<file path="config.mk">
export PLATFORM = sky130hd
export DESIGN_NAME = write_pipe
export DESIGN_NICKNAME = d
export VERILOG_FILES = /design/src/verilog/regfile_pkg.sv /design/src/verilog/write_pipe.sv
export SDC_FILE = /design/constraint.sdc
export NUM_CORES = 1
export LEC_CHECK = 0
export BUFFER_PORTS_ARGS = -buffer_cell sky130_fd_sc_hd__buf_4
export CAP_MARGIN = 20
export CORE_UTILIZATION = 40
export DETAILED_ROUTE_END_ITERATION = 6
export PLACE_DENSITY = 0.7
export SLEW_MARGIN = 10
export SYNTH_ARGS = -nofsm -noshare
export SYNTH_HDL_FRONTEND = slang
export SYNTH_SLANG_ARGS = --single-unit
</file>
<file path="constraint.sdc">
create_clock -name clk -period 2.9 [get_ports clk]
set_input_delay 0.145 -clock clk [delete_from_list [all_inputs] [get_ports clk]]
set_output_delay 0.145 -clock clk [all_outputs]
set_load 0.02 [all_outputs]
</file>
<file path="src/verilog/regfile_pkg.sv">
package regfile_pkg;

  localparam int data_width = 32;
  localparam int num_pregs  = 64;
  localparam int num_aregs  = 16;

  localparam int preg_addr_width = $clog2(num_pregs);
  localparam int areg_addr_width = $clog2(num_aregs);

  // one register value.
  typedef logic [data_width-1:0] data_t;

  // physical register index, 6 bits.
  typedef logic [preg_addr_width-1:0] preg_addr_t;

  // architectural register index, 4 bits.
  typedef logic [areg_addr_width-1:0] areg_addr_t;

endpackage
</file>
<file path="src/verilog/write_pipe.sv">
module write_pipe #(
  parameter int num_write = 2
) (
  input  logic                                   clk,
  input  logic                                   rst,

  input  logic [num_write-1:0]                   wr_en,
  input  regfile_pkg::preg_addr_t [num_write-1:0] wr_addr,
  input  regfile_pkg::data_t      [num_write-1:0] wr_data,

  output logic [num_write-1:0]                   s1_en,
  output regfile_pkg::preg_addr_t [num_write-1:0] s1_addr,
  output regfile_pkg::data_t      [num_write-1:0] s1_data,

  output logic [num_write-1:0]                   s2_en,
  output regfile_pkg::preg_addr_t [num_write-1:0] s2_addr,
  output regfile_pkg::data_t      [num_write-1:0] s2_data
);

  // stage valid bits.
  always_ff @(posedge clk) begin
    if (rst) begin
      s1_en <= '0;
      s2_en <= '0;
    end else begin
      s1_en <= wr_en;
      s2_en <= s1_en;
    end
  end

  // address and data only move along with their enable.
  always_ff @(posedge clk) begin
    for (int w = 0; w < num_write; w++) begin
      if (wr_en[w]) begin
        s1_addr[w] <= wr_addr[w];
        s1_data[w] <= wr_data[w];
      end
      if (s1_en[w]) begin
        s2_addr[w] <= s1_addr[w];
        s2_data[w] <= s1_data[w]; // lands in the array next edge.
      end
    end
  end

endmodule

</file>
Yosys cells after proc, flatten, opt, wreduce, memory -nomap -nowiden:

Index checks and enable logic that the tools add are counted.

* input port bits: 80
* word-level logic and storage cells: 10
* output and inout bits: 156
* register bits after elaboration: 156

Depth between registers and ports, before layout:

* word-level depth: 0
* gate-level depth with buffers: 1
* depth with buffers taken out: 1

Worst setup path before layout:

OpenSTA, ideal clock, no wires.

* path kind: register to register
* start point: register s1_en[0]
* end point: register s2_addr[0] (netlist bit), enable pin
* arrival time: 1.238 ns
* setup time: 0.405 ns
* data required time: 2.495 ns
* buffers on the path: 0
* slack: 1.257 ns
* cell stages (with the launch flop): 1
* clock period less this slack: 1.643 ns
* cells stage by stage: dfxtp_1

RTL lines
* from (decl): RTL line write_pipe.sv:11 `output logic [num_write-1:0] s1_en,`
* from (signal assigned): RTL line write_pipe.sv:26 `s1_en <= wr_en;`
* to (signal, indexed assignment): RTL line write_pipe.sv:39 `s2_addr[w] <= s1_addr[w];`
* to (decl): RTL line write_pipe.sv:16 `output regfile_pkg::preg_addr_t [num_write-1:0] s2_addr,`

No word-level cell between the ends.

Worst setup path in the final report:

* start point: register s1_en[1]
* end point: output s1_en[1]

No word-level cell between the ends.

==> flow_metrics.env <==
export IMPL_status="finished clean"
export IMPL_end_kind="primary output"
export IMPL_grt_pass1_wl_um=15800
export IMPL_synthXorXnorAreaFrac_pct=0
export IMPL_crit_family="flip-flops"
export IMPL_synth_ff_type="edfxtp_1"
export IMPL_synth_fp_nets=240
export IMPL_use_met1_pct=19.1
export IMPL_grt_ovfl_total=0
export IMPL_synth_mux_area_share_pct=0
export IMPL_clock_path_buffers=2
export IMPL_met3_usage_pct=5.82
export IMPL_antenna_left=0
export IMPL_grt_pass1_vias=2919
export IMPL_yosys_top_cells_area="edfxtp_1 98%, dfxtp_1 1.7%, nor2b_1 0.54%"
export IMPL_die_h_um=110
export IMPL_io_pins=236
export IMPL_post_cts_buffers=0
export IMPL_hold_violations=0
export IMPL_placed_cell_area_mm2=0.00662
export IMPL_relSlewSlack_pct=37.5
export IMPL_cap_viol_max_count=0
export IMPL_grt_setup_unrepaired="false"
export IMPL_cts_buffers=17
export IMPL_yosys_warnings=0
export IMPL_wl_per_cell_um=17.8
export IMPL_busiest_layer="met2"
export IMPL_crit_chain="buf_4"
export IMPL_finalWirelength_um=11500
export IMPL_fp_row_count=39
export IMPL_powerDensity_mw_per_mm2=722
export IMPL_synth_compound_area_share_pct=0
export IMPL_synth_top_area_share_pct=97.7
export IMPL_place_hpwl_um=7270
export IMPL_async_flop_share_pct=0
export IMPL_critPathMaxFanout=40
export IMPL_synth_avg_cell_area_um2=29.2
export IMPL_fin_util_pct=70.2
export IMPL_drt_iter0_markers=154
export IMPL_die_x_um=110
export IMPL_synth_seq_area_share_pct=99.5
export IMPL_ys_ff_latch=156
export IMPL_grtUsageMet2_pct=33.9
export IMPL_synth_top_area_cell="edfxtp_1"
export IMPL_power_leakage_nw=3.25
export IMPL_layout_drive_gt1_share_pct=53.0
export IMPL_n_antenna_cell=0
export IMPL_antenna_found_initial=0
export IMPL_min_path_type="primary input to register"
export IMPL_synth_fa_ha_area_share_pct=0
export IMPL_drv_slew=0
export IMPL_io_buffers=235
export IMPL_nFillCells=750
export IMPL_setup_viol_count_final=0
export IMPL_synth_top_family_by_area="simple AND/OR/NAND/NOR gates"
export IMPL_tns_ps=0
export IMPL_tightest_slew_ps=938
export IMPL_synth_cell_type_count=3
export IMPL_grtUsageTotal_pct=19.0
export IMPL_clkSinkCount=156
export IMPL_core_mm2=0.0114
export IMPL_worstPathArrival_ps=1650
export IMPL_post_cts_resized=0
export IMPL_first_pass_iters=4
export IMPL_vdd_ir_drop_max_mv=0.564
export IMPL_viasPerCell=4.48
export IMPL_cp_start_kind="register"
export IMPL_grt_max_degree=41
export IMPL_clkLatencyLatePin_ps=420
export IMPL_die_area_mm2=0.0121
export IMPL_synth_area_mm2=0.00467
export IMPL_htreeDepth=4
export IMPL_clock_fmax_mhz=559
export IMPL_num_vias=2898
export IMPL_synth_commonest_cells="152 x edfxtp_1, 4 x dfxtp_1, 4 x nor2b_1"
export IMPL_crit_required_ps=2760
export IMPL_drc=0
export IMPL_clock_skew_ps=8.24
export IMPL_crit_path_max_incr_delay_ps=940
export IMPL_routabilityCongestion=0.720
export IMPL_start_util_pct=40.9
export IMPL_critPathSlowestCell="dfxtp_2"
export IMPL_netlist_instances=160
export IMPL_fin_area_mm2=0.00802
export IMPL_period_needed_ps=1790
export IMPL_syn_to_final_growth_pct=71.7
export IMPL_clk_pin_slew_ps=60
export IMPL_cp_num_buf_inv=1
export IMPL_cts_tree="yes"
export IMPL_layout_nets=571
export IMPL_critPathKind="register to primary output"
export IMPL_yosys_area_share_simple_pct=0.536
export IMPL_yosysMostFrequentCell="edfxtp_1"
export IMPL_cts_root_buf="clkbuf_16"
export IMPL_synth_edf_count=152
export IMPL_finalCritPeriodShare_pct=61.7
[cell type report]
type	instances	area, um^2	area share [%]
sequential	156	4650	57.9
timing repair buffer	312	2530	31.6
clock buffer	19	433	5.40
clock inverter	13	200	2.50
tap	143	179	2.23
multi-input combinational	4	25.0	0.312
[per-layer routing]
layer  wire, um  share of wire [%]  up-vias
met5          0                  0        -
met4        420                3.6        0
met3        580                5.0       34
met2       6640                 58      122
met1       3890                 34     1426
li1           -                  -     1316
[cells in the final DEF (no fill, tap or decap)]
cell type      synthesis  final
buf_4                  0    235
clkinv_2               0      4
dlygate4sd3_1          0     77
dfxtp_1                4      2
edfxtp_1             152    152
bufinv_16              0      5
clkbuf_1               0      2
dfxtp_2                0      2
nor2b_1                4      4
clkbuf_16              0     17
clkinvlp_4             0      4
[path summary, 6_finish.rpt]
kind	slack (ps)	startpoint	to	cells after the start
setup / recovery	1110	s1_en[1]$_SDFF_PP0_	s1_en[1]	1
hold / removal	220	wr_en[1]	s1_data[43]$_DFFE_PP_	1
setup reg to reg	1560	s1_en[1]$_SDFF_PP0_	s2_data[32]$_DFFE_PP_	0
hold reg to reg	450	s1_data[12]$_DFFE_PP_	s2_data[12]$_DFFE_PP_	0
[metrics by stage]
stage               hold slack, ps  worst slack [ps]  power, mW  instances
floorplan                      217              1260       3.01        160
global placement               323              1550       3.38        538
detailed placement             324              1520       3.40        538
CTS                            219              1070       5.83        647
global route                   231              1010       5.97        647
finish                         224              1110       5.79        647
[state kept, by name (all words and copies together) (netlist names)]
name	count
s1_addr	12
s1_data	64
s1_en	2
s2_addr	12
s2_en	2
s2_data	64
[cell families (layout without fill, tap and decap cells)]
family | count (synthesis) | count (layout)
buf+inv | 0 | 344
flops | 156 | 156
simple gates | 4 | 4
[report_power, final]
group / switching, mW / internal [mW] / total (mW)
logic: 0.338 / 0.329 / 0.667
registers: 0.0929 / 2.68 / 2.77
clock network: 0.832 / 1.52 / 2.35
total: 1.26 / 4.52 / 5.79
[timing repair]
action,CTS,global route
endpoints found under the hold margin,80,0
setup endpoints to repair,0,0
hold buffers,77,0
(Power assumes the default switching activity.)
