File: src/verilog/regfile_pkg.sv
package regfile_pkg;

  localparam int data_width = 32;
  localparam int num_pregs  = 64;
  localparam int num_aregs  = 16;

  localparam int preg_addr_width = $clog2(num_pregs);
  localparam int areg_addr_width = $clog2(num_aregs);

  // one register value.
  typedef logic [data_width-1:0] data_t;

  // physical register index, 6 bits.
  typedef logic [preg_addr_width-1:0] preg_addr_t;

  // architectural register index, 4 bits.
  typedef logic [areg_addr_width-1:0] areg_addr_t;

endpackage
File: src/verilog/operand_port.sv
module operand_port #(
  parameter int num_write = 2
) (
  input  logic                                   clk,

  input  regfile_pkg::preg_addr_t                 addr,
  input  logic                                   const_en,
  input  regfile_pkg::data_t                      const_val,
  input  logic                                   arch,
  input  regfile_pkg::data_t                      arch_data,
  input  regfile_pkg::data_t                      ram_data,

  input  logic [num_write-1:0]                   wr_en,
  input  regfile_pkg::preg_addr_t [num_write-1:0] wr_addr,
  input  regfile_pkg::data_t      [num_write-1:0] wr_data,
  input  logic [num_write-1:0]                   s1_en,
  input  regfile_pkg::preg_addr_t [num_write-1:0] s1_addr,
  input  regfile_pkg::data_t      [num_write-1:0] s1_data,
  input  logic [num_write-1:0]                   s2_en,
  input  regfile_pkg::preg_addr_t [num_write-1:0] s2_addr,
  input  regfile_pkg::data_t      [num_write-1:0] s2_data,

  output regfile_pkg::data_t                      data
);

  regfile_pkg::data_t phys_data;
  logic               const_en_q;
  regfile_pkg::data_t const_val_q;
  logic               arch_q;

  read_bypass #(.num_write(num_write)) u_read_bypass (
    .clk      (clk),
    .addr     (addr),
    .ram_data (ram_data),
    .wr_en    (wr_en),
    .wr_addr  (wr_addr),
    .wr_data  (wr_data),
    .s1_en    (s1_en),
    .s1_addr  (s1_addr),
    .s1_data  (s1_data),
    .s2_en    (s2_en),
    .s2_addr  (s2_addr),
    .s2_data  (s2_data),
    .data     (phys_data)
  );

  // sampled with the address so all three sources line up.
  always_ff @(posedge clk) begin
    const_en_q  <= const_en;
    const_val_q <= const_val;
    arch_q      <= arch;
  end

  assign data = const_en_q ? const_val_q : (arch_q ? arch_data : phys_data);

endmodule

File: src/verilog/read_bypass.sv
module read_bypass #(
  parameter int num_write = 2
) (
  input  logic                                   clk,

  input  regfile_pkg::preg_addr_t                 addr,
  input  regfile_pkg::data_t                      ram_data,

  input  logic [num_write-1:0]                   wr_en,
  input  regfile_pkg::preg_addr_t [num_write-1:0] wr_addr,
  input  regfile_pkg::data_t      [num_write-1:0] wr_data,

  input  logic [num_write-1:0]                   s1_en,
  input  regfile_pkg::preg_addr_t [num_write-1:0] s1_addr,
  input  regfile_pkg::data_t      [num_write-1:0] s1_data,

  input  logic [num_write-1:0]                   s2_en,
  input  regfile_pkg::preg_addr_t [num_write-1:0] s2_addr,
  input  regfile_pkg::data_t      [num_write-1:0] s2_data,

  output regfile_pkg::data_t                      data
);

  logic               byp_hit;
  regfile_pkg::data_t byp_val;
  logic               hit_q;
  regfile_pkg::data_t val_q;

  // oldest layer first, so each newer match overrides the one before.
  always_comb begin
    byp_hit = 1'b0;
    byp_val = '0;
    for (int w = 0; w < num_write; w++) begin
      if (s2_en[w] && s2_addr[w] == addr) begin
        byp_hit = 1'b1;
        byp_val = s2_data[w];
      end
    end
    for (int w = 0; w < num_write; w++) begin
      if (s1_en[w] && s1_addr[w] == addr) begin
        byp_hit = 1'b1;
        byp_val = s1_data[w];
      end
    end
    for (int w = 0; w < num_write; w++) begin
      if (wr_en[w] && wr_addr[w] == addr) begin
        byp_hit = 1'b1;
        byp_val = wr_data[w]; // same-edge write, newest of all.
      end
    end
  end

  always_ff @(posedge clk) begin
    hit_q <= byp_hit;
    val_q <= byp_val;
  end

  assign data = hit_q ? val_q : ram_data;

endmodule

File: config.mk
export PLATFORM = sky130hd
export DESIGN_NAME = operand_port
export DESIGN_NICKNAME = d
export VERILOG_FILES = /design/src/verilog/regfile_pkg.sv /design/src/verilog/operand_port.sv /design/src/verilog/read_bypass.sv
export SDC_FILE = /design/constraint.sdc
export NUM_CORES = 1
export LEC_CHECK = 0
export BUFFER_PORTS_ARGS = -buffer_cell sky130_fd_sc_hd__buf_4
export CAP_MARGIN = 20
export CORE_AREA = 2 2 146 148
export CTS_CLUSTER_SIZE = 40
export DETAILED_ROUTE_END_ITERATION = 7
export DIE_AREA = 0 0 148 150
export HOLD_SLACK_MARGIN = 0.08
export PLACE_DENSITY = 0.63
export SLEW_MARGIN = 0
export SYNTH_ARGS = -nofsm -noshare
export SYNTH_HDL_FRONTEND = slang
export SYNTH_SLANG_ARGS = --single-unit
File: constraint.sdc
create_clock -name clk -period 3.2 [get_ports clk]
set_input_delay 0.32 -clock clk [delete_from_list [all_inputs] [get_ports clk]]
set_output_delay 0.32 -clock clk [all_outputs]
set_load 0.005 [all_outputs]
== Word-level counts from Yosys, hierarchy flattened ==
Index checks and enable logic that the tools add are counted.
Cells by class
  $add $sub $neg: 0
  multiply operators: 0
  divide/modulo/power cells: 0
  magnitude comparators: 0
  equal/unequal tests: 6
  shifts and indexed selects: 0
  muxes and demuxes: 10
  bitwise operators: 0
  reduce and logical (&&, ||, !) cells: 7
Operators by type and width (number)
  $mux W32: 9
  $eq A6 B6 Y1: 6
  $logic_and A1 B1 Y1: 6
  $reduce_or A5 Y1: 1
  $mux W1: 1
Storage, ports and cells
  register bits after elaboration: 67
  bits in latches: 0
  RAM bits: 0
  memory bits (read-only): 0
  input port bits: 339
  output and inout port bits: 32
  logic and storage cells: 28
  memories kept: 0

== Longest topological paths before layout ==
  depth in word-level cells: 8
  depth in mapped cells: 9
  mapped depth without buffers: 6

== Modules after synthesis ==
A second synthesis with hierarchy kept.
Second synthesis, totals
  cells, all modules: 469
  area total of the unflattened synthesis: 4156.5 um^2
By module, submodules not included
  read_bypass: instances 1, cells an instance 328, area each 2761.4 um^2, seq. area each 660.6 um^2
  operand_port: instances 1, cells an instance 141, area each 1395.1 um^2, seq. area each 680.7 um^2

== Worst setup path before layout ==
No wires, ideal clock.
  path kind: input port to flip-flop
  start point: input addr[0]
  end point: register u_read_bypass.val_q[21]
  setup time: 0.124 ns
  arrival: 1.750 ns
  data required time: 3.076 ns
  setup slack: 1.326 ns
  cell stages on the path: 8
  buffers on the path: 3
  cell sequence: buf_2 -> xnor2_1 -> nand4_1 -> or4_1 -> buf_6 -> clkbuf_1 -> o2bb2ai_1 -> o31ai_2
On the way
  cells in the longest elaborated chain, start to end: 8
  elaborated cells on any way between the ends: 18
  classes of those cells: eq/ne: 6; mux: 6; reduce/logical: 6
Ends and longest elaborated chain
  from (decl): RTL line operand_port.sv:6  | input regfile_pkg::preg_addr_t addr,
  $eq A6 B6 Y1: RTL line read_bypass.sv:34  | if (s2_en[w] && s2_addr[w] == addr) begin
  $logic_and A1 B1 Y1: RTL line read_bypass.sv:34
  $mux W32 (2 in series): RTL line read_bypass.sv:34
  $mux W32 (2 in series): RTL line read_bypass.sv:40  | if (s1_en[w] && s1_addr[w] == addr) begin
  $mux W32: RTL line read_bypass.sv:46  | if (wr_en[w] && wr_addr[w] == addr) begin
  $mux W32 *: RTL line read_bypass.sv:46
  via u_read_bypass.byp_val[21]: RTL line read_bypass.sv:25  | regfile_pkg::data_t byp_val;
  to (signal assigned): RTL line read_bypass.sv:55  | val_q <= byp_val;
  to (decl): RTL line read_bypass.sv:27  | regfile_pkg::data_t val_q;
The timed path passes the listed nets; every way through them passes the cells marked *.
A chain may end at the register's enable or synchronous reset.

== Worst setup path in the final report ==
  start point: register arch_q
  end point: output data[30]
On the way
  cells in the longest elaborated chain, start to end: 2
Ends and longest elaborated chain
  from (decl): RTL line operand_port.sv:29  | logic arch_q;
  from (signal assigned): RTL line operand_port.sv:51  | arch_q <= arch;
  $mux W32 (2 in series): RTL line operand_port.sv:54  | assign data = const_en_q ? const_val_q : (arch_q ? arch_data : phys_data);
  to (decl): RTL line operand_port.sv:23  | output regfile_pkg::data_t data
Every way passes these cells.

==> impl_metrics.csv <==
group,metric,value,unit
global_routing,grt_pass1_vias,5841,
worst_hold_path,holdPathEnd,"u_read_bypass.val_q[5]$_DFF_P_",
route,routedWlPerCell,19.1,µm
clocking,cts_tree,"built",
clocking,cts_num_sinks,67,
route,avgViaCountPerCell,4.75,
timing,period_share,0.715,
logic_synthesis,synth_warnings,0,
worst_hold_path,hold_class,"input pin to register",
final_layout,diodes,0,
global_routing,grt_pass1_wl,32900,µm
logic_synthesis,synth.yosys.seq_area_share,0.295,
worst_hold_path,hold_depth,3,
timing,setup_ws,0.911,ns
die,die_y,150,µm
logic_synthesis,synth.distinct_cells,39,
timing,finalHoldViolCount,0,
power,power_density,314,nW/µm²
global_routing,overflow,0,
placement,dpl_cell_area,7480,µm²
global_routing,antenna_found_initial,0,
die,initial_core_util,0.220,
route,highest-signal-layer,"met4",
final_layout,drive_gt1_frac,0.498,
critical_path,cp_max_fo,44,
logic_synthesis,synth_top_area_cell,"dfxtp_1",
die,coreArea,20700,µm²
timing,fin_crit,2.29,ns
power,ir_drop,0.170,mV
clocking,cts.clk_slew.worst_paths,0.06,ns
die,die_w,148,µm
logic_synthesis,synth.area.top_cells,"dfxtp_1 29%, o31ai_2 8.0%, a21oi_1 7.3%",
route,post-route-drc-count,0,
final_layout,finalNetCount,1251,
route,drt-initial-drc-count,351,
clocking,cts_inserted_buffers,9,
die,row_count,53,
timing,clock.fmax,437,MHz
die,ios,371,
final_layout,multiInputGateArea,2910,µm²
placement,place_ws,0.697,ns
placement,placedCellCount,1142,
final_layout,fin_cells,1192,
logic_synthesis,synth_cells,544,
flow_run,maxCapViolations,0,
final_layout,syn2layout_area_growth,78.0,%
critical_path,critPathSlowestCell,"dfxtp_2",
route,route.met3.wl,1830,µm
critical_path,slowest_delay,0.56,ns
outcome,status,"complete, no violations",
global_routing,grt_use_total,0.195,
power,p_total,2.54,mW
timing,grt_setup_unrepaired,"false",
final_layout,ff_latch_area,1350,µm²
final_layout,final_util,0.392,
power,p_leak,3.55,nW
worst_hold_path,hold_start,"wr_data[37]",
critical_path,end_kind,"primary output",
critical_path,crit_top_cell,"buf_4",
critical_path,critPathLaunchType,"register",
logic_synthesis,syn_area,4550,µm²
logic_synthesis,yosysTopAreaCellShare,0.295,
route,firstDrtPassIters,6,
route,wl,22700,µm
placement,port_buffers,370,
timing,drv_slew,0,
placement,dp_hpwl,17500,µm
logic_synthesis,synth_seq_cells,67,
logic_synthesis,syn_avg_cell_area,8.37,µm²
clocking,htreeDepth,3,
logic_synthesis,syn_nets,883,
route,wl_met2,11100,µm
timing,hold_ws,0.194,ns
timing,worstMarginPinSlew,1.01,ns
clocking,cts_setup_buffers,0,
critical_path,critPathRequiredTime,2.88,ns
critical_path,crit_path_cell_trace,"buf_4 -> nor2_1 -> a21oi_1 -> o21ai_0 -> buf_4",
route,ant_nets,0,
final_layout,fin_area,8100,µm²
timing,relSlewSlack,0.324,
route,vias,5659,
timing,tns,0,ns
placement,gp_congestion,0.878,
route,m1WireLength,9440,µm
clocking,cts.path.max_buffers,2,
critical_path,critical_path_class,"register to primary output",
die,die_area,22200,µm²
final_layout,n_fill_cell,2134,
critical_path,cp.arrival,1.97,ns
global_routing,grt_max_degree,65,
timing,setup_viol,0,
clocking,cts_root_buf,"clkbuf_16",
==> repair_timing <==
action                                 CTS  global route
endpoints found under the hold margin   34             0
hold buffers                            34             0
gates resized for setup                  0             0
==> layer usage <==
layer / vias up / global-route usage
li1: 2738 / -
met5: - / 0
met3: 23 / 0.0503
met1: 2626 / 0.246
met2: 272 / 0.331
met4: 0 / 0.0481
==> report_power, final <==
group / internal, mW / total [mW] / switching [mW]
Sequential: 0.876 / 0.909 / 0.0329
Clock: 0.565 / 0.961 / 0.396
Combinational: 0.438 / 0.673 / 0.236
==> registers in the layout, summed over array words and instances (netlist names) <==
signal               flops
const_val_q             32
u_read_bypass.val_q     32
arch_q                   1
const_en_q               1
u_read_bypass.hit_q      1
==> critical path, delay by kind of cell (launching register included) <==
family                 cells  cell delay (ns)
AND/OR/NAND/NOR            1             0.12
flip-flops                 1             0.56
buffers and inverters      2             0.64
AO/OA/AOI/OAI              2             0.29
==> cell families after synthesis <==
| kind of cell | Yosys count | synth area share |
|---|---|---|
| muxes | 32 | 0.0704 |
| buffers and inverters | 61 | 0.0737 |
| and+or+nand+nor | 154 | 0.151 |
| DFF | 67 | 0.295 |
| xor gates and xnor gates | 36 | 0.0693 |
| AOI/OAI and AO/OA | 194 | 0.341 |
==> cell usage after synthesis (all sizes together) <==
cell type / count
nand2: 38
and2: 2
mux2i: 32
clkbuf: 23
o22ai: 1
o21ai: 32
nand3: 33
a2111oi: 1
a211o: 1
a2111o: 1
nor4: 3
dfxtp: 67
inv: 2
and4: 2
nand4: 3
nor3: 4
o2bb2ai: 30
xor2: 12
nand3b: 1
buf: 36
o31ai: 30
a21oi: 66
nor2: 65
or4: 1
xnor2: 24
or3: 2
o311ai: 1
a221oi: 31
==> cells in the final DEF, fill, tap and decap left out, drive strengths merged <==
cell,synthesis,layout
clkinvlp,0,2
clkinv,0,2
nor4,3,3
o2bb2ai,30,30
nand3,33,33
xor2,12,12
or3,2,2
or4,1,1
nor2,65,65
and4,2,2
nand3b,1,1
buf,36,382
nor3,4,4
o22ai,1,1
mux2i,32,32
a2111o,1,1
dfxtp,67,67
nand4,3,3
xnor2,24,24
nand2,38,38
clkbuf,23,12
a2111oi,1,1
inv,2,2
a21oi,66,66
dlygate4sd3,0,34
o21ai,32,32
o311ai,1,1
a221oi,31,31
o31ai,30,30
a211o,1,1
and2,2,2
==> final cells by class <==
class | instances | area share
Timing Repair Buffer | 416 | 0.397
Multi-Input combinational cell | 416 | 0.358
Sequential cell | 67 | 0.166
Tap cell | 275 | 0.0425
Clock buffer | 12 | 0.0317
Clock inverter | 4 | 0.00309
Inverter | 2 | 0.000926
==> worst max path at each step <==
stage / start / endpoint / cells after the start
after floorplan: addr[0] / u_read_bypass.val_q[21]$_DFF_P_ / 8
after global routing: arch_q$_DFF_P_ / data[24] / 5
after detailed placement: addr[3] / u_read_bypass.val_q[8]$_DFF_P_ / 8
final: arch_q$_DFF_P_ / data[30] / 5
after CTS: arch_q$_DFF_P_ / data[30] / 5
after global placement: addr[3] / u_read_bypass.val_q[7]$_DFF_P_ / 8
Power figures use the tool's default switching activity.
