`src/verilog/regfile_pkg.sv`:
```
package regfile_pkg;

  localparam int data_width = 32;
  localparam int num_pregs  = 64;
  localparam int num_aregs  = 16;

  localparam int preg_addr_width = $clog2(num_pregs);
  localparam int areg_addr_width = $clog2(num_aregs);

  // one register value.
  typedef logic [data_width-1:0] data_t;

  // physical register index, 6 bits.
  typedef logic [preg_addr_width-1:0] preg_addr_t;

  // architectural register index, 4 bits.
  typedef logic [areg_addr_width-1:0] areg_addr_t;

endpackage
```
`src/verilog/retire_unit.sv`:
```
module retire_unit #(
  parameter int num_read  = 2,
  parameter int num_write = 2
) (
  input  logic                                   clk,
  input  logic                                   rst,

  input  logic                                   ret_en,
  input  regfile_pkg::preg_addr_t                 ret_preg,
  input  regfile_pkg::areg_addr_t                 ret_areg,
  input  regfile_pkg::data_t                      ram_data,

  input  logic [num_write-1:0]                   wr_en,
  input  regfile_pkg::preg_addr_t [num_write-1:0] wr_addr,
  input  regfile_pkg::data_t      [num_write-1:0] wr_data,
  input  logic [num_write-1:0]                   s1_en,
  input  regfile_pkg::preg_addr_t [num_write-1:0] s1_addr,
  input  regfile_pkg::data_t      [num_write-1:0] s1_data,
  input  logic [num_write-1:0]                   s2_en,
  input  regfile_pkg::preg_addr_t [num_write-1:0] s2_addr,
  input  regfile_pkg::data_t      [num_write-1:0] s2_data,

  input  regfile_pkg::areg_addr_t [num_read-1:0]  arch_addr,
  output regfile_pkg::data_t      [num_read-1:0]  arch_data
);

  regfile_pkg::data_t      ret_data;
  logic                    ret_en_q;
  regfile_pkg::areg_addr_t ret_areg_q;
  regfile_pkg::data_t      arf [regfile_pkg::num_aregs];

  read_bypass #(.num_write(num_write)) u_read_bypass (
    .clk      (clk),
    .addr     (ret_preg),
    .ram_data (ram_data),
    .wr_en    (wr_en),
    .wr_addr  (wr_addr),
    .wr_data  (wr_data),
    .s1_en    (s1_en),
    .s1_addr  (s1_addr),
    .s1_data  (s1_data),
    .s2_en    (s2_en),
    .s2_addr  (s2_addr),
    .s2_data  (s2_data),
    .data     (ret_data)
  );

  always_ff @(posedge clk) begin
    if (rst) begin
      ret_en_q <= 1'b0;
    end else begin
      ret_en_q <= ret_en;
    end
    ret_areg_q <= ret_areg;
  end

  // retired file, written one edge after the retire is sampled.
  always_ff @(posedge clk) begin
    if (rst) begin
      for (int a = 0; a < regfile_pkg::num_aregs; a++) begin
        arf[a] <= '0;
      end
    end else if (ret_en_q) begin
      arf[ret_areg_q] <= ret_data;
    end
  end

  always_ff @(posedge clk) begin
    for (int p = 0; p < num_read; p++) begin
      arch_data[p] <= arf[arch_addr[p]]; // no bypass on this file.
    end
  end

endmodule

```
`src/verilog/read_bypass.sv`:
```
module read_bypass #(
  parameter int num_write = 2
) (
  input  logic                                   clk,

  input  regfile_pkg::preg_addr_t                 addr,
  input  regfile_pkg::data_t                      ram_data,

  input  logic [num_write-1:0]                   wr_en,
  input  regfile_pkg::preg_addr_t [num_write-1:0] wr_addr,
  input  regfile_pkg::data_t      [num_write-1:0] wr_data,

  input  logic [num_write-1:0]                   s1_en,
  input  regfile_pkg::preg_addr_t [num_write-1:0] s1_addr,
  input  regfile_pkg::data_t      [num_write-1:0] s1_data,

  input  logic [num_write-1:0]                   s2_en,
  input  regfile_pkg::preg_addr_t [num_write-1:0] s2_addr,
  input  regfile_pkg::data_t      [num_write-1:0] s2_data,

  output regfile_pkg::data_t                      data
);

  logic               byp_hit;
  regfile_pkg::data_t byp_val;
  logic               hit_q;
  regfile_pkg::data_t val_q;

  // oldest layer first, so each newer match overrides the one before.
  always_comb begin
    byp_hit = 1'b0;
    byp_val = '0;
    for (int w = 0; w < num_write; w++) begin
      if (s2_en[w] && s2_addr[w] == addr) begin
        byp_hit = 1'b1;
        byp_val = s2_data[w];
      end
    end
    for (int w = 0; w < num_write; w++) begin
      if (s1_en[w] && s1_addr[w] == addr) begin
        byp_hit = 1'b1;
        byp_val = s1_data[w];
      end
    end
    for (int w = 0; w < num_write; w++) begin
      if (wr_en[w] && wr_addr[w] == addr) begin
        byp_hit = 1'b1;
        byp_val = wr_data[w]; // same-edge write, newest of all.
      end
    end
  end

  always_ff @(posedge clk) begin
    hit_q <= byp_hit;
    val_q <= byp_val;
  end

  assign data = hit_q ? val_q : ram_data;

endmodule

```
`config.mk`:
```
export PLATFORM = sky130hd
export DESIGN_NAME = retire_unit
export DESIGN_NICKNAME = d
export VERILOG_FILES = /design/src/verilog/regfile_pkg.sv /design/src/verilog/retire_unit.sv /design/src/verilog/read_bypass.sv
export SDC_FILE = /design/constraint.sdc
export NUM_CORES = 1
export LEC_CHECK = 0
export BUFFER_PORTS_ARGS = -buffer_cell sky130_fd_sc_hd__buf_2
export CAP_MARGIN = 20
export CORE_AREA = 2 2 314 192
export DETAILED_ROUTE_END_ITERATION = 10
export DIE_AREA = 0 0 316 194
export HOLD_SLACK_MARGIN = 0.1
export PLACE_DENSITY = 0.76
export SLEW_MARGIN = 20
export SYNTH_ARGS = -nofsm -noshare
export SYNTH_HDL_FRONTEND = slang
export SYNTH_HIERARCHICAL = 1
export SYNTH_SLANG_ARGS = --single-unit
```
`constraint.sdc`:
```
create_clock -name clk -period 1.9 [get_ports clk]
set_input_delay 0.38 -clock clk [delete_from_list [all_inputs] [get_ports clk]]
set_output_delay 0.38 -clock clk [all_outputs]
set_load 0.02 [all_outputs]
```
Word level (Yosys, flattened, before mapping)
Memories as Yosys holds them, arrays and structs flattened. A register that Yosys moved wholly into a read port is not among the register bits.
Index checks and enable logic that the tools add are counted.
W data, S select, Z words.
{"block": "totals", "ff_bits": 38, "mem_bits_rw": 512, "inputBits": 287, "output_inout_bits": 64, "mem_count": 1}
{"block": "classes", "eq_ne": 6, "muxes": 16, "reduce_logical": 8}
{"name": "arf", "depth": 16, "word_bits": 32, "rd": 2, "rd_ports_with_merged_regs": 2, "write_ports": 16, "line": "retire_unit.sv:30", "source": "regfile_pkg::data_t arf [regfile_pkg::num_aregs];"}
{"cell": "$mux W32", "n": 8}
{"cell": "$eq A6 B6 Y1", "n": 6}
{"cell": "$reduce_or A32 Y1", "n": 1}
{"cell": "$mux W1", "n": 7}
{"cell": "$logic_and A1 B1 Y1", "n": 6}
{"cell": "$reduce_or A5 Y1", "n": 1}
{"cell": "$mux W4", "n": 1}

Depth between registers and ports, before layout
Gate-level depths: netlist of run 1.
{"block": "depth", "word_depth": 8, "mapped_depth": 9, "depth_no_buf": 6}

By module
The synthesis of run 1 kept the hierarchy.
{"module": "retire_unit", "n_inst": 1, "cells_each": 1757, "area_each_um2": 27893.0}
{"module": "read_bypass", "n_inst": 1, "cells_each": 329, "area_each_um2": 2775.2}

Least setup slack after synthesis of run 1
No wires, ideal clock.
{"block": "synth_timing", "path_kind": "input to register", "from": "input ret_preg[1]", "to": "register u_read_bypass.val_q[29]", "arrival_time_ps": 1962, "setup_slack_ps": -136, "stages": 6, "path_buffers": 1, "cell_sequence": "buf_4 -> xor2_1 -> or4_4 -> or3b_1 -> a211o_1 -> a31oi_1"}
{"block": "synth_via", "elab_chain_len": 8, "elab_cells_between_ends": 18, "classes_between": "eq/ne (6); mux (6); reduce/logical (6)"}
{"item": "start: declaration", "line": "retire_unit.sv:9", "source": "input regfile_pkg::preg_addr_t ret_preg,"}
{"item": "$eq A6 B6 Y1", "line": "read_bypass.sv:34", "source": "if (s2_en[w] && s2_addr[w] == addr) begin"}
{"item": "$logic_and A1 B1 Y1", "line": "read_bypass.sv:34"}
{"item": "$mux W32 (2 in a row)", "line": "read_bypass.sv:34"}
{"item": "$mux W32 (2 in a row)", "line": "read_bypass.sv:40", "source": "if (s1_en[w] && s1_addr[w] == addr) begin"}
{"item": "$mux W32", "line": "read_bypass.sv:46", "source": "if (wr_en[w] && wr_addr[w] == addr) begin"}
{"item": "$mux W32 (*)", "line": "read_bypass.sv:46"}
{"item": "via u_read_bypass.byp_val[29]", "line": "read_bypass.sv:25", "source": "regfile_pkg::data_t byp_val;"}
{"item": "end signal: assignment", "line": "read_bypass.sv:55", "source": "val_q <= byp_val;"}
{"item": "end: declaration", "line": "read_bypass.sv:27", "source": "regfile_pkg::data_t val_q;"}
The timed path passes the listed nets; every way through them passes the cells marked *.
A chain may end at the register's enable or synchronous reset.

==> key figures, run 1 <==
Outcome
  • Outcome: finished, violations left
  • Failing checks: setup timing

Clock network
  • Worst skew pair latency: 0.63 ns
  • H-tree levels: 2
  • Clock slew at reported path FFs: 0.07 ns
  • CTS tree: built
  • Longest Clk Path Bufs: 3
  • CTS buffer count: 56
  • TritonCTS Sinks: 614
  • Clock Root Buffer: clkbuf_16

Worst setup path
  • R2R cell count: 4
  • Reg2Reg Setup Slack: -0.005 ns
  • Reg2reg end: arf[0][6]$_SDFFCE_PN0P_
  • Crit-path max FO: 7
  • Worst path required time: 2.23 ns
  • Worst setup EP type: register
  • Worst setup SP type: register
  • Worst EP arrival: 2.23 ns
  • Worst setup path category: register to register
  • RR Startpoint: ret_areg_q[3]$_DFF_P_
  • CP startpoint: ret_areg_q[3]$_DFF_P_

Global route
  • Grt total ovfl: 0
  • Total global-route track usage: 34.9%
  • Initial antenna violation count: 4
  • Largest net degree at the start of global routing: 38
  • Vias in the first global route: 23,100
  • First-pass GRT wire length: 155 mm

STA
  • Worst Tran Pin Value: 0.950 ns
  • Final worst path period share: 100%
  • Worst Setup Slack, final: -0.00464 ns
  • Max Clock Freq: 0.525 GHz
  • Final setup violation count: 4
  • Min Tclk post-route: 1.90 ns
  • Final hold vios: 0
  • Slew headroom: 36.6%
  • RSZ-0062 raised after global routing: yes
  • Skew final: 0.0236 ns
  • Pins Over Slew Limit: 0

Worst hold path
  • Min-delay worst type: primary input to register
  • Hold endpoint: u_read_bypass/val_q[0]$_DFF_P_
  • Hold Path Depth: 3
  • Hold Startpoint: s1_data[0]

Cells and area
  • Layout Nets: 2,884
  • Fillers: 4,090
  • Area occupied by multi-input gates: 12,500 um2
  • P&R area growth vs syn: 24.9%
  • Non-Filler Instances: 3,428
  • Sequential Area: 17,400 um2
  • Most frequent cells in the layout: and2_1, edfxtp_1, buf_2
  • Share of layout cells above drive strength 1: 36.7%

Route
  • Via density: 6.54
  • Initial DRT Pass Iterations: 5
  • Initial DRC Count: 3,192
  • Final WL: 106 mm
  • Post-route antenna net violation count: 0
  • DR vias: 22,400
  • # DRC: 0
  • Wire per inst: 30.9 um

Floorplan
  • Ports: 351
  • Core ar.: 58,400 um2
  • Die Area: 61,300 um2
  • Starting Density: 52.5%
  • Die Y: 194 um
  • Site Rows: 69
  • Chip width: 316 um

Pwr
  • Leak: 0.0150 uW
  • Peak supply drop: 0.000831 V
  • Sequential share of power: 49.0%
  • Net switching fraction of the power: 24.2%
  • Clock share of power: 38.5%
  • Pwr/cell area: 813 nW/um2
  • Power Internal: 23,600 uW
  • Power share of the combinational group: 12.5%
  • Total power draw: 31,100 uW
  • Switching power: 7550 uW

Placement
  • Hpwl dp: 70.1 mm
  • Placed cells: 3,200
  • Count of input and output buffers: 350
  • Placer Congestion: 1.01

Yosys
  • Post-Syn Nets: 2,373
  • Seq/Total Area, Yosys: 56.8%
  • Synth Warn #: 6
  • Syn Area/Cell: 14.7 um2
  • Netlist Area Pre-Place: 30,700 um2
  • Cells after synthesis: 2,086
  • Synth Register Bits: 614
  • Distinct cells, synth: 42

Job
  • Max Cap Viol: 0
-- logic make-up (layout without fill, tap and decap cells) --
| logic type | Yosys count | count (layout) | share of synthesized area (%) |
|---|---|---|---|
| simple gates | 712 | 712 | 13.5 |
| flops | 614 | 614 | 56.8 |
| mux | 288 | 288 | 20.0 |
| compound gates | 227 | 227 | 5.89 |
| buf+inv | 209 | 768 | 2.85 |
| xor+xnor | 36 | 36 | 1.03 |
| other cells | 0 | 2 | 0 |
-- stage by stage --
stage	instance area (um2)	hold WS (ns)	util [%]	setup WS (ns)	setup TNS [ns]
5_1_grt	38300	0.137	65.5	-0.0532	-1.11
4_1_cts	38200	0.100	65.4	0.0346	0
3_5_place_dp	35100	0.484	60.1	-0.359	-16.09
3_3_place_gp	35100	0.485	60.1	-0.307	-13.20
2_1_floorplan	30700	0.408	-	-0.136	-1.83
6_report	38300	0.119	65.6	-0.00464	-0.0103
-- area by class of cell --
class / count / area share [%]
antenna: 2 / 0.0131
timing repair buffer: 661 / 14.2
inverter: 1 / 0.00980
clock inverter: 20 / 0.575
sequential: 614 / 45.5
multi-input combinational: 1263 / 32.7
clock buffer: 86 / 4.49
tap: 781 / 2.55
-- registers in the layout (all words and copies together) (netlist names) --
register,cells
arch_data,64
u_read_bypass/val_q,32
u_read_bypass/hit_q,1
arf,512
ret_areg_q,4
ret_en_q,1
-- synthesized netlist by cell type (all sizes together) --
master	n	area [um2]
and2	514	3220
edfxtp	512	15400
mux4	256	5770
clkbuf	160	607
a22oi	128	961
dfxtp	102	2040
nor2	78	300
nand2	71	267
a221oi	60	526
buf	48	264
mux2	32	360
o32ai	30	263
xnor2	22	193
or2	16	100
xor2	14	123
nand4	7	43.8
nor3	6	35.0
nor2b	5	31.3
a21oi	2	10.0
a31oi	2	12.5
nand2b	2	12.5
nand4bb	2	22.5
nor4	2	25.0
o22ai	2	12.5
or3	2	12.5
or3b	2	17.5
or4	2	18.8
a211o	1	8.76
a21o	1	7.51
and3	1	6.26
inv	1	3.75
nand4b	1	8.76
o21ai	1	5.00
or4b	1	13.8
-- worst max path at each step --
| stage | to | slack, ns | depth (start not counted) |
|---|---|---|---|
| after CTS | arf[0][4]$_SDFFCE_PN0P_ | 0.03 | 6 |
| after detailed placement | u_read_bypass/val_q[25]$_DFF_P_ | -0.36 | 10 |
| after global routing | arf[0][29]$_SDFFCE_PN0P_ | -0.05 | 4 |
| after floorplan | u_read_bypass/val_q[29]$_DFF_P_ | -0.14 | 6 |
| after global placement | u_read_bypass/val_q[23]$_DFF_P_ | -0.31 | 9 |
| final | arf[0][6]$_SDFFCE_PN0P_ | -0.005 | 4 |
-- power by group through the flow --
stage / clock, uW / combinational (uW) / sequential [uW]
6_report: 12000 / 3890 / 15300
5_1_grt: 12600 / 4050 / 15300
4_1_cts: 12100 / 3810 / 15300
3_5_place_dp: 0 / 3610 / 15600
3_3_place_gp: 0 / 3570 / 15500
2_1_floorplan: 0 / 1720 / 15600
-- critical path: stages (launching register included) --
cell and delay [ns]:
dfxtp_2 0.33, or4b_4 0.57, nor3_4 0.24, or2_4 0.27, clkbuf_16 0.20
-- routing by layer --
metal / track usage (%) / share of wire (%) / wire, um
met5: 0 / 0 / 0
met4: 14.3 / 4.7 / 5020
met3: 9.07 / 13 / 13700
met2: 50.6 / 44 / 46300
met1: 50.5 / 39 / 40800
-- timing repair --
action	CTS	global route
endpoints found under the setup margin	0	142
hold buffers	117	0
buffers inserted	0	2
hold endpoints to repair	37	0
gates resized for setup	0	5
(Power assumes the default switching activity.)
==> run 2, diff against run 1 <==
Settings changed: CORE_AREA 2 2 314 192 to 2 2 308 188, DIE_AREA 0 0 316 194 to 0 0 310 190, SYNTH_HIERARCHICAL 1 to not set.
==> key figures, run 2 <==
Global route
  • Total global-route track usage: 34.5% (-0.39 points)
  • Largest net degree at the start of global routing: 36 (-5.3%)
  • First-pass GRT wire length: 146 mm (-5.7%)
  • Initial antenna violation count: 17 (+13)
  • Grt total ovfl: 0 (unchanged)
  • Vias in the first global route: 22,200 (-4.0%)

Cells and area
  • Area occupied by multi-input gates: 11,400 um2 (-9.3%)
  • Most frequent cells in the layout: nor2_1, edfxtp_1, buf_2
  • Fillers: 3,964 (-3.1%)
  • P&R area growth vs syn: 25.9%
  • Largest register by flop count: arf
  • Share of layout cells above drive strength 1: 40.2% (+3.4 points)
  • Sequential Area: 17,400 um2 (about the same)
  • Top flop regs: arf x512, arch_data x64, u_read_bypass.val_q x32
  • Layout Nets: 2,745 (-4.8%)
  • Max FFs per register: 512 (unchanged)
  • Most common cell after layout, fill and taps aside: nor2_1

Yosys
  • Syn Area/Cell: 15.2 um2 (+3.4%)
  • Synth area leaders: edfxtp_1, mux4_2, nor2_1
  • Netlist Area Pre-Place: 29,400 um2 (-4.0%)
  • Most common cell in the netlist: nor2_1
  • Cells after synthesis: 1,936 (-7.2%)
  • Synth Register Bits: 614 (unchanged)
  • Top-area cell type share of the netlist area: 52.2% (+2.1 points)
  • Primary FF master, synth: edfxtp_1
  • Seq/Total Area, Yosys: 59.2% (+2.4 points)
  • Fraction of registers with async set/reset: 0% (unchanged)
  • Number of synthesized flops with an enable pin: 512 (unchanged)
  • Post-synth top area cell: edfxtp_1
  • Post-Syn Nets: 2,223 (-6.3%)
  • Synth cell count leaders: nor2_1, edfxtp_1, mux4_2
  • Distinct cells, synth: 35 (-17%)
  • Synth Warn #: 0 (-6)

Clock network
  • Clock slew at reported path FFs: 0.06 ns (about the same)
  • Longest Clk Path Bufs: 3 (unchanged)
  • CTS tree: built
  • TritonCTS Sinks: 614 (unchanged)
  • Clock Root Buffer: clkbuf_16
  • H-tree levels: 2 (unchanged)
  • Worst skew pair latency: 0.61 ns (-0.02 ns)
  • Post-CTS Setup Bufs: 0 (unchanged)
  • CTS buffer count: 56 (unchanged)

Route
  • Initial DRC Count: 3,347 (+4.9%)
  • Via density: 6.56 (+0.31%)
  • # DRC: 0 (unchanged)
  • Wire per inst: 30.6 um (-1.0%)
  • Post-route antenna net violation count: 0 (unchanged)
  • DR vias: 21,500 (-3.9%)
  • Final WL: 100 mm (-5.2%)
  • Initial DRT Pass Iterations: 5 (unchanged)

Worst hold path
  • Min-delay worst type: primary input to register

Floorplan
  • Core ar.: 56,500 um2 (-3.3%)
  • Chip width: 310 um (-1.9%)
  • Ports: 351 (unchanged)
  • Die Area: 58,900 um2 (-3.9%)
  • Site Rows: 68 (-1.4%)
  • Starting Density: 52.1% (-0.37 points)
  • Die Y: 190 um (-2.1%)

Worst setup path
  • Worst setup EP type: register
  • Crit-path max FO: 20 (+13)
  • Worst setup SP type: register
  • Worst setup path category: register to register
  • Worst EP arrival: 2.17 ns (-0.06 ns)
  • Worst path required time: 2.25 ns (+0.02 ns)

STA
  • Worst Tran Pin Value: 0.489 ns (-0.462 ns)
  • Pins Over Slew Limit: 0 (unchanged)
  • Final worst path period share: 95.8% (-4.4 points)
  • Min Tclk post-route: 1.82 ns (-0.0837 ns)
  • Final hold vios: 0 (unchanged)
  • Skew final: 0.0154 ns (-0.00819 ns)
  • Max Clock Freq: 0.549 GHz (+4.6%)
  • Final setup violation count: 0 (-4)
  • RSZ-0062 raised after global routing: no
  • Slew headroom: 67.4% (+31 points)
  • Worst Setup Slack, final: 0.0790 ns (+0.0837 ns)

Placement
  • Count of input and output buffers: 350 (unchanged)
  • Placer Congestion: 1.01 (+0.95%)
  • Post-Place Worst Slack: -0.337 ns (+0.0215 ns)
  • Hpwl dp: 67.8 mm (-3.3%)

Pwr
  • Pwr/cell area: 844 nW/um2 (+3.8%)
  • Peak supply drop: 0.000939 V (+13%)
  • Leak: 0.0140 uW (-6.6%)
  • Total power draw: 31,300 uW (+0.45%)

Outcome
  • Outcome: complete, no violations

Job
  • Max Cap Viol: 0 (unchanged)
-- run 2: cell count changes after synthesis, moves of 5 or more --
cell	change
mux4_2	+64
nand2_1	-51
nor2_1	+504
clkbuf_1	-9
nand2b_1	+14
and2_1	-514
a22oi_1	-128
mux2i_1	+32
or2_2	-16
clkbuf_2	-5
mux2_2	-32
-- run 2: what timing repair did --
item                                   4_1_cts  5_1_grt
endpoints found under the hold margin       34        0
hold buffers                                89        0
setup endpoints to repair                  154       31
resized for setup                            2        3
-- run 2: report_power, final --
part	switching, uW	internal [uW]	leakage (uW)
sequential	245	15000	0.00634
combinational	2110	1900	0.00671
clock	5140	6840	0.000942
-- run 2: final cells by class --
cell class	count	area share, %
Inverter	1	0.0101
Antenna cell	11	0.0742
Tap cell	770	2.60
Timing Repair Buffer	655	14.5
Multi-Input combinational cell	1130	30.6
Clock buffer	71	4.15
Sequential cell	614	47.0
Clock inverter	32	1.04
-- run 2: layer usage --
| layer | routed length [um] | global-route usage (%) | vias to the layer above |
|---|---|---|---|
| met5 | 127 | 0 | - |
| met4 | 3100 | 9.49 | 18 |
| met3 | 14900 | 9.88 | 284 |
| met2 | 45900 | 52.8 | 1837 |
| met1 | 36400 | 49.1 | 10800 |
| li1 | - | - | 8595 |
-- run 2: cells by family after synthesis --
kind of cell | Yosys count | synth area share, %
simple gates | 643 | 8.63
flops | 614 | 59.2
mux | 352 | 25.6
buf+inv | 192 | 2.69
compound gates | 99 | 2.87
xor+xnor | 36 | 1.07
-- run 2: final timing paths --
path	slack, ns	from	end	depth (start not counted)
max	0.08	ret_en_q$_SDFF_PP0_	arf[1][1]$_SDFFCE_PN0P_	7
min	0.1	s1_data[7]	u_read_bypass.val_q[7]$_DFF_P_	3
max reg2reg	0.08	ret_en_q$_SDFF_PP0_	arf[1][1]$_SDFFCE_PN0P_	7
min reg2reg	0.77	u_read_bypass.val_q[16]$_DFF_P_	arf[5][16]$_SDFFCE_PN0P_	3
-- run 2: worst max-delay path, stage by stage (launching register included) --
cell and delay [ns]:
dfxtp_1 0.30, nor2b_2 0.17, nor3b_2 0.16, buf_4 0.16
nand2_1 0.13, buf_4 0.28, buf_12 0.25, nor2_1 0.08
-- run 2: per-stage QoR --
step,hold slack [ns],area [um2],utilization (%),TNS (ns),instances
floorplan,0.408,29600,-,-1.31,1936
global placement,0.483,34200,60.6,-44.04,3081
detailed placement,0.488,34200,60.6,-89.40,3081
CTS,0.100,37000,65.5,0,3273
global route,0.114,37100,65.6,0,3276
finish,0.0995,37100,65.6,0,3284
